--- config.mk ---
export PLATFORM = sky130hd
export DESIGN_NAME = stream_dispatch
export DESIGN_NICKNAME = d
export VERILOG_FILES = /design/src/disp_pkg.sv /design/src/stream_dispatch.sv /design/src/stream_disp_router.sv /design/src/stream_disp_format.sv /design/src/stream_disp_fork.sv /design/src/fifo_element.sv
export SDC_FILE = /design/constraint.sdc
export NUM_CORES = 1
export LEC_CHECK = 0
export ABC_AREA = 1
export BUFFER_PORTS_ARGS = -buffer_cell sky130_fd_sc_hd__clkbuf_2
export CAP_MARGIN = 20
export CORE_MARGIN = 2
export CORE_UTILIZATION = 59
export DETAILED_ROUTE_END_ITERATION = 7
export PLACE_DENSITY = 0.91
export RECOVER_POWER = 25
export SYNTH_ARGS = -nofsm -noshare
export SYNTH_HDL_FRONTEND = slang
export SYNTH_HIERARCHICAL = 1
export SYNTH_SLANG_ARGS = --single-unit
export TNS_END_PERCENT = 5
--- constraint.sdc ---
create_clock -name clk -period 9.5 [get_ports clk]
set_input_delay 1.425 -clock clk [delete_from_list [all_inputs] [get_ports clk]]
set_output_delay 1.425 -clock clk [all_outputs]
set_load 0.05 [all_outputs]
--- src/disp_pkg.sv ---
// Shared sizes and payload types of the coefficient dispatcher, imported by every RTL file
package disp_pkg;

  // ----------------------------------------------------------
  // Sizes
  // ----------------------------------------------------------
  // Width of one coefficient
  localparam int OP_W = 16;

  // Coefficients per input beat
  localparam int IN_COEF = 8;

  // Consecutive coefficients sent to one destination
  localparam int DISP_COEF = 4;

  // Coefficients per output beat
  localparam int OUT_COEF = 2;

  // Output ports
  localparam int OUT_NB = 4;

  // One format core per group of DISP_COEF coefficients
  localparam int FMT_CORE_NB = IN_COEF / DISP_COEF;

  // Narrow beats needed to drain one group
  localparam int D_ITER_NB = DISP_COEF / OUT_COEF;
  localparam int D_ITER_W  = (D_ITER_NB > 1) ? $clog2(D_ITER_NB) : 1;

  // ----------------------------------------------------------
  // Payload types
  // ----------------------------------------------------------
  typedef logic [OP_W-1:0] coef_t;

  // Full input beat, coefficient 0 in element 0
  typedef coef_t [IN_COEF-1:0] in_beat_t;

  // Group handled by one format core
  typedef coef_t [DISP_COEF-1:0] grp_t;

  // Narrow beat toward one output port
  typedef coef_t [OUT_COEF-1:0] out_beat_t;

endpackage
--- src/stream_dispatch.sv ---
// Top level of the coefficient dispatcher: input buffer, fork, format cores, router, output buffers
module stream_dispatch (
  input  logic                                     clk,
  input  logic                                     s_rst_n,

  input  disp_pkg::in_beat_t                       in_data_i,
  input  logic                                     in_vld_i,
  output logic                                     in_rdy_o,

  output disp_pkg::out_beat_t [disp_pkg::OUT_NB-1:0] out_data_o,
  output logic [disp_pkg::OUT_NB-1:0]               out_vld_o,
  input  logic [disp_pkg::OUT_NB-1:0]               out_rdy_i
);

  import disp_pkg::*;

  in_beat_t                    s0_data;
  logic                        s0_vld;
  logic                        s0_rdy;

  grp_t      [FMT_CORE_NB-1:0] f0_data;
  logic      [FMT_CORE_NB-1:0] f0_vld;
  logic      [FMT_CORE_NB-1:0] f0_rdy;

  out_beat_t [FMT_CORE_NB-1:0] f1_data;
  logic      [FMT_CORE_NB-1:0] f1_vld;
  logic      [FMT_CORE_NB-1:0] f1_rdy;

  out_beat_t [OUT_NB-1:0]      f2_data;
  logic      [OUT_NB-1:0]      f2_vld;
  logic      [OUT_NB-1:0]      f2_rdy;

  // ----------------------------------------------------------
  // Input buffer and fork
  // ----------------------------------------------------------
  fifo_element #(
    .payload_t (in_beat_t)
  ) i_in_fifo (
    .clk        (clk),
    .s_rst_n    (s_rst_n),
    .in_data_i  (in_data_i),
    .in_vld_i   (in_vld_i),
    .in_rdy_o   (in_rdy_o),
    .out_data_o (s0_data),
    .out_vld_o  (s0_vld),
    .out_rdy_i  (s0_rdy)
  );

  stream_disp_fork i_fork (
    .clk       (clk),
    .s_rst_n   (s_rst_n),
    .s0_data_i (s0_data),
    .s0_vld_i  (s0_vld),
    .s0_rdy_o  (s0_rdy),
    .f0_data_o (f0_data),
    .f0_vld_o  (f0_vld),
    .f0_rdy_i  (f0_rdy)
  );

  // ----------------------------------------------------------
  // Format cores
  // ----------------------------------------------------------
  for (genvar gc = 0; gc < FMT_CORE_NB; gc++) begin : gen_format
    stream_disp_format i_format (
      .clk        (clk),
      .s_rst_n    (s_rst_n),
      .in_data_i  (f0_data[gc]),
      .in_vld_i   (f0_vld[gc]),
      .in_rdy_o   (f0_rdy[gc]),
      .out_data_o (f1_data[gc]),
      .out_vld_o  (f1_vld[gc]),
      .out_rdy_i  (f1_rdy[gc])
    );
  end

  // ----------------------------------------------------------
  // Router and output buffers
  // ----------------------------------------------------------
  stream_disp_router i_router (
    .clk       (clk),
    .s_rst_n   (s_rst_n),
    .f1_data_i (f1_data),
    .f1_vld_i  (f1_vld),
    .f1_rdy_o  (f1_rdy),
    .f2_data_o (f2_data),
    .f2_vld_o  (f2_vld),
    .f2_rdy_i  (f2_rdy)
  );

  for (genvar go = 0; go < OUT_NB; go++) begin : gen_out_fifo
    fifo_element #(
      .payload_t (out_beat_t)
    ) i_out_fifo (
      .clk        (clk),
      .s_rst_n    (s_rst_n),
      .in_data_i  (f2_data[go]),
      .in_vld_i   (f2_vld[go]),
      .in_rdy_o   (f2_rdy[go]),
      .out_data_o (out_data_o[go]),
      .out_vld_o  (out_vld_o[go]),
      .out_rdy_i  (out_rdy_i[go])
    );
  end

endmodule

--- src/stream_disp_router.sv ---
// Router steering each format core's beats to a rotating output and merging them per port
module stream_disp_router (
  input  logic                                          clk,
  input  logic                                          s_rst_n,

  input  disp_pkg::out_beat_t [disp_pkg::FMT_CORE_NB-1:0] f1_data_i,
  input  logic [disp_pkg::FMT_CORE_NB-1:0]               f1_vld_i,
  output logic [disp_pkg::FMT_CORE_NB-1:0]               f1_rdy_o,

  output disp_pkg::out_beat_t [disp_pkg::OUT_NB-1:0]      f2_data_o,
  output logic [disp_pkg::OUT_NB-1:0]                    f2_vld_o,
  input  logic [disp_pkg::OUT_NB-1:0]                    f2_rdy_i
);

  import disp_pkg::*;

  // Per core beat counter and one-hot destination
  logic [FMT_CORE_NB-1:0][D_ITER_W-1:0] cnt_q;
  logic [FMT_CORE_NB-1:0][OUT_NB-1:0]   dest_q;
  logic [FMT_CORE_NB-1:0][OUT_NB-1:0]   dest_rot;
  logic [FMT_CORE_NB-1:0]               xfer;
  logic [FMT_CORE_NB-1:0]               last;

  // Used by the overlap check only
  logic [OUT_NB-1:0] dest_seen;
  logic              dest_overlap;

  // ----------------------------------------------------------
  // Destination tracking
  // ----------------------------------------------------------
  always_comb begin
    logic [2*OUT_NB-1:0] dbl;
    for (int c = 0; c < FMT_CORE_NB; c++) begin
      f1_rdy_o[c] = |(f2_rdy_i & dest_q[c]);
      xfer[c]     = f1_vld_i[c] & f1_rdy_o[c];
      last[c]     = (cnt_q[c] == D_ITER_W'(D_ITER_NB - 1));
      // Rotate left by the core count, wrapping around
      dbl         = {dest_q[c], dest_q[c]} << FMT_CORE_NB;
      dest_rot[c] = dbl[2*OUT_NB-1:OUT_NB];
    end
  end

  always_ff @(posedge clk) begin
    if (!s_rst_n) begin
      for (int c = 0; c < FMT_CORE_NB; c++) begin
        cnt_q[c]  <= '0;
        dest_q[c] <= OUT_NB'(1) << c;
      end
    end else begin
      for (int c = 0; c < FMT_CORE_NB; c++) begin
        if (xfer[c]) begin
          if (last[c]) begin
            cnt_q[c]  <= '0;
            dest_q[c] <= dest_rot[c];
          end else begin
            cnt_q[c] <= cnt_q[c] + 1'b1;
          end
        end
      end
    end
  end

  // ----------------------------------------------------------
  // Merge
  // ----------------------------------------------------------
  // Destination sets are disjoint so a plain OR is enough
  always_comb begin
    f2_vld_o  = '0;
    f2_data_o = '0;
    for (int c = 0; c < FMT_CORE_NB; c++) begin
      for (int o = 0; o < OUT_NB; o++) begin
        if (dest_q[c][o]) begin
          f2_vld_o[o]  = f2_vld_o[o] | f1_vld_i[c];
          f2_data_o[o] = f2_data_o[o] | f1_data_i[c];
        end
      end
    end
  end

  always_comb begin
    dest_seen    = '0;
    dest_overlap = 1'b0;
    for (int c = 0; c < FMT_CORE_NB; c++) begin
      dest_overlap = dest_overlap | (|(dest_seen & dest_q[c]));
      dest_seen    = dest_seen | dest_q[c];
    end
  end

  for (genvar gc = 0; gc < FMT_CORE_NB; gc++) begin : gen_onehot_chk
    assert property (@(posedge clk) disable iff (!s_rst_n) $onehot(dest_q[gc]));
  end

  assert property (@(posedge clk) disable iff (!s_rst_n) !dest_overlap);

endmodule

--- src/stream_disp_format.sv ---
// Format core that serializes one group of coefficients into narrow output beats
module stream_disp_format (
  input  logic                clk,
  input  logic                s_rst_n,

  input  disp_pkg::grp_t      in_data_i,
  input  logic                in_vld_i,
  output logic                in_rdy_o,

  output disp_pkg::out_beat_t out_data_o,
  output logic                out_vld_o,
  input  logic                out_rdy_i
);

  import disp_pkg::*;

  // Held group and its pair state
  grp_t                grp_q;
  logic                vld_q;
  logic [D_ITER_W-1:0] idx_q;

  logic last;
  logic in_xfer;
  logic out_xfer;

  assign last     = (idx_q == D_ITER_W'(D_ITER_NB - 1));
  assign out_xfer = vld_q & out_rdy_i;

  // Free, or draining the last pair this cycle
  assign in_rdy_o = ~vld_q | (out_rdy_i & last);
  assign in_xfer  = in_vld_i & in_rdy_o;

  // ----------------------------------------------------------
  // Control
  // ----------------------------------------------------------
  always_ff @(posedge clk) begin
    if (!s_rst_n) begin
      vld_q <= 1'b0;
      idx_q <= '0;
    end else if (in_xfer) begin
      vld_q <= 1'b1;
      idx_q <= '0;
    end else if (out_xfer) begin
      if (last) begin
        vld_q <= 1'b0;
        idx_q <= '0;
      end else begin
        idx_q <= idx_q + 1'b1;
      end
    end
  end

  always_ff @(posedge clk) begin
    if (in_xfer) grp_q <= in_data_i;
  end

  // ----------------------------------------------------------
  // Output pair
  // ----------------------------------------------------------
  // Low pair first with the lower index in element 0
  always_comb begin
    for (int j = 0; j < OUT_COEF; j++) begin
      out_data_o[j] = grp_q[int'(idx_q)*OUT_COEF + j];
    end
  end

  assign out_vld_o = vld_q;

  // Pair index rests at zero while idle
  assert property (@(posedge clk) disable iff (!s_rst_n)
    !vld_q |-> (idx_q == '0));

endmodule

--- src/stream_disp_fork.sv ---
// Fork that hands each half of an input beat to its format core exactly once
module stream_disp_fork (
  input  logic                                     clk,
  input  logic                                     s_rst_n,

  input  disp_pkg::in_beat_t                       s0_data_i,
  input  logic                                     s0_vld_i,
  output logic                                     s0_rdy_o,

  output disp_pkg::grp_t [disp_pkg::FMT_CORE_NB-1:0] f0_data_o,
  output logic [disp_pkg::FMT_CORE_NB-1:0]          f0_vld_o,
  input  logic [disp_pkg::FMT_CORE_NB-1:0]          f0_rdy_i
);

  import disp_pkg::*;

  // Cores that already took the current beat
  logic [FMT_CORE_NB-1:0] mask_q;
  logic [FMT_CORE_NB-1:0] mask_d;
  logic [FMT_CORE_NB-1:0] take;
  logic                   all_taken;

  // ----------------------------------------------------------
  // Split
  // ----------------------------------------------------------
  // Core c gets coefficients DISP_COEF*c up to DISP_COEF*c+DISP_COEF-1
  always_comb begin
    for (int c = 0; c < FMT_CORE_NB; c++) begin
      for (int j = 0; j < DISP_COEF; j++) begin
        f0_data_o[c][j] = s0_data_i[c*DISP_COEF + j];
      end
    end
  end

  assign f0_vld_o = {FMT_CORE_NB{s0_vld_i}} & ~mask_q;
  assign s0_rdy_o = &(f0_rdy_i | mask_q);

  // ----------------------------------------------------------
  // Taken mask
  // ----------------------------------------------------------
  assign take      = f0_vld_o & f0_rdy_i;
  assign all_taken = &(take | mask_q);
  assign mask_d    = all_taken ? '0 : (mask_q | take);

  always_ff @(posedge clk) begin
    if (!s_rst_n) mask_q <= '0;
    else          mask_q <= mask_d;
  end

  // Input stays valid while part of its beat is taken
  assert property (@(posedge clk) disable iff (!s_rst_n) (|mask_q) |-> s0_vld_i);

endmodule

--- src/fifo_element.sv ---
// Two-entry valid/ready buffer with registered output and skid entry, any payload type
module fifo_element #(
  parameter type payload_t = logic
) (
  input  logic     clk,
  input  logic     s_rst_n,

  input  payload_t in_data_i,
  input  logic     in_vld_i,
  output logic     in_rdy_o,

  output payload_t out_data_o,
  output logic     out_vld_o,
  input  logic     out_rdy_i
);

  // Output stage and skid entry
  payload_t out_data_q;
  logic     out_vld_q;
  payload_t skid_data_q;
  logic     skid_vld_q;

  logic push;
  logic pop;
  logic stall;

  // Ready only while the skid entry is free
  assign in_rdy_o = ~skid_vld_q;
  assign push     = in_vld_i & ~skid_vld_q;
  assign pop      = out_vld_q & out_rdy_i;
  assign stall    = out_vld_q & ~out_rdy_i;

  always_ff @(posedge clk) begin
    if (!s_rst_n) begin
      out_vld_q  <= 1'b0;
      skid_vld_q <= 1'b0;
    end else if (skid_vld_q) begin
      // Skid drains into the output stage, which stays full
      if (pop) skid_vld_q <= 1'b0;
    end else if (push) begin
      if (stall) skid_vld_q <= 1'b1;
      else       out_vld_q  <= 1'b1;
    end else if (pop) begin
      out_vld_q <= 1'b0;
    end
  end

  always_ff @(posedge clk) begin
    if (skid_vld_q) begin
      if (pop) out_data_q <= skid_data_q;
    end else if (push) begin
      if (stall) skid_data_q <= in_data_i;
      else       out_data_q  <= in_data_i;
    end
  end

  assign out_data_o = out_data_q;
  assign out_vld_o  = out_vld_q;

  // Held item must not change before it is taken
  assert property (@(posedge clk) disable iff (!s_rst_n)
    (out_vld_o && !out_rdy_i) |=> $stable(out_data_o));

endmodule

==> qor.csv <==
metric,value,unit
drive_gt1_share,14.1,%
cpMostUsedCell,nand2_1,
final_hold_viol_count,0,
hold_path.class,reg2reg,
final_cell_mix,"nand2_1 (973), edfxtp_1 (640), clkbuf_1 (140), clkbuf_2 (140), o22ai_1 (132)",
ys_warn_count,6,
whs,0.410,ns
finalCriticalPeriod,4.77,ns
cts_setup_buffers,0,
hold_depth,0,
path_max_fanout,34,
die-width,219,um
timing.fmax,210,MHz
port_buffers,267,
htreeDepth,3,
initial_core_util,60.0,%
power.total,6.63,mW
hp-start,i_in_fifo/out_data_o[40],
slowest_stage,clkinvlp_2,
area_growth,9.47,%
via_count,17000,
wl_met3,6200,um
grt_usage,26.8,%
drv_cap,2,
die_height,219,um
rsz0062_at_grt,no,
criticalPathCategory,reg2reg,
regToRegSetupSlack,4.73,ns
clk_pin_slew,0.06,ns
seq_area_frac_synth,72.4,%
setup_viol,0,
r2r_end,gen_out_fifo[3].i_out_fifo/out_data_o[16],
crit_chain,clkbuf_1 -> clkinvlp_2 -> nand2_1 -> nand2_1 -> inv_1 -> o22ai_1 -> nand2_2 -> nand2_1,
final_util,65.7,%
cp-start-kind,register,
pin_count,268,
tightest_slew,1.68,ns
top_layer_used,met4,
dr.pass1.iters,7,
yosysUniqueCellTypes,27,
max_stage_delay,1.73,ns
p_per_area,222,nW/um2
drt_iter0_markers,2082,
antenna_found_initial,0,
fin_tns_setup,0,ns
ys_seq_elements,666,
status,"complete, but fails checks",
clock_sinks,666,
clockBufferDepth,3,
core_area,45500,um2
netlist_area,27300,um2
required,9.81,ns
r2r-start,gen_format[0].i_format/idx_q,
finalClockSkew,0.0244,ns
maxSlewViolCount,62,
viasPerCell,5.59,
place_congestion,0.991,
grt_max_degree,96,
hpwl,44200,um
ir_worst_vdd,200,uV
postSynthCellCount,2251,
post_drt_wl_per_cell,21.2,um
grt_pass1_vias,16100,
syn_avg_cell_area,12.1,um2
hold_end,gen_format[0].i_format/grp_q[40],
cts_resized,0,
antenna_cells,0,
met1_length,24200,um
dieArea,48000,um2
cp.arrival,5.08,ns
leakage,11.7,nW
wl_met2,31200,um
cp-end-kind,register,
failed_checks,"max-capacitance violations, max-slew violations",
finalWirelength,64300,um
cts_tree,done,
ctsRootBufferMaster,clkbuf_16,
fp-row-count,78,
cts_inserted_buffers,66,
synth_nets,2386,
ant_nets,0,
overflow,0,
final_common_cell,nand2_1,
nNetsFinal,2522,
slew-limit-headroom,-12.3,%
clk_latency,0.60,ns
fillers,3179,
grt_pass1_wl,95000,um
worst_r2r_path_depth,8,
min_period_over_period,50.2,%
drc_errors,0,
holdBufCountCts,0,
synth_stat cells, drive strengths merged:
cell | number | area (um2)
clkbuf | 1 | 3.75
nand4 | 8 | 50.1
edfxtp | 640 | 19200
dfxtp | 26 | 521
a21oi | 16 | 103
clkinv | 8 | 30.0
o22a | 1 | 8.76
o22ai | 132 | 826
nand2 | 1037 | 4060
inv | 120 | 493
nor2 | 22 | 82.6
nand3 | 15 | 100
buf | 223 | 1770
a21boi | 2 | 15.0
routing by layer:
metal	global-route usage [%]	up-vias
met5	0	-
met1	34.9	8101
met3	5.60	136
li1	-	7751
met2	43.5	1015
met4	12.4	0
area by class of cell:
class | instances | area [um2] | share of cell area (%)
clock buffer | 82 | 1760 | 5.91
clock inverter | 40 | 320 | 1.07
inverter | 128 | 522 | 1.75
multi-input combinational | 1233 | 5300 | 17.7
sequential | 666 | 19700 | 66.1
tap | 600 | 751 | 2.51
timing repair buffer | 292 | 1470 | 4.92
per-stage QoR:
stage	cell area [um2]	setup WS, ns	cells
after CTS	29900	5.17	3034
after global placement	27800	5.48	2912
after global routing	29900	4.43	3041
final	29900	4.73	3041
after detailed placement	27800	5.36	2912
after floorplan	27300	1.18	2251
cells by family (layout without fill, tap and decap cells):
logic type / after synthesis / count (layout) / share of synthesized area [%]
flip-flops: 666 / 666 / 72.4
AO/OA/AOI/OAI: 151 / 151 / 3.49
buffers and inverters: 352 / 542 / 8.41
AND/OR/NAND/NOR: 1082 / 1082 / 15.7
worst max-delay path, delay by kind of cell (launching register included):
family          cells  cell delay (ns)
compound gates      1             0.18
buf+inv             3             3.16
flops               1             0.35
simple gates        4             0.77
where the power goes:
group	switching, mW	leakage, nW	internal, mW
clock network	1.07	1.01	1.41
registers	0.0572	6.06	3.43
logic	0.520	4.68	0.142
state kept, by name, indices dropped and copies added (netlist names):
| signal | cells |
|---|---|
| gen_format.i_format/grp_q | 128 |
| gen_format.i_format/idx_q | 2 |
| gen_out_fifo.i_out_fifo/skid_data_q | 128 |
| i_in_fifo/out_vld_o | 1 |
| i_in_fifo/out_data_o | 128 |
| i_in_fifo/skid_data_q | 128 |
| gen_format.i_format/out_vld_o | 2 |
| i_router/cnt_q | 2 |
| gen_out_fifo.i_out_fifo/out_data_o | 128 |
| i_fork/mask_q | 2 |
| gen_out_fifo.i_out_fifo/out_vld_o | 4 |
| i_router/dest_q | 8 |
| gen_out_fifo.i_out_fifo/skid_vld_q | 4 |
| i_in_fifo/skid_vld_q | 1 |
worst max path at each step:
stage,from,end,cells past startpoint,slack (ns)
floorplan,in_vld_i,i_in_fifo/out_data_o[0],2,1.18
global placement,i_in_fifo/skid_vld_q,i_in_fifo/out_data_o[4],5,5.48
detailed placement,i_in_fifo/skid_vld_q,i_in_fifo/out_data_o[102],5,5.36
CTS,i_in_fifo/skid_vld_q,in_rdy_o,3,5.17
global route,gen_format[0].i_format/idx_q,gen_out_fifo[3].i_out_fifo/out_data_o[15],8,4.43
finish,gen_format[0].i_format/idx_q,gen_out_fifo[3].i_out_fifo/out_data_o[16],8,4.73
Note: power is estimated with default switching activity, not from simulation.
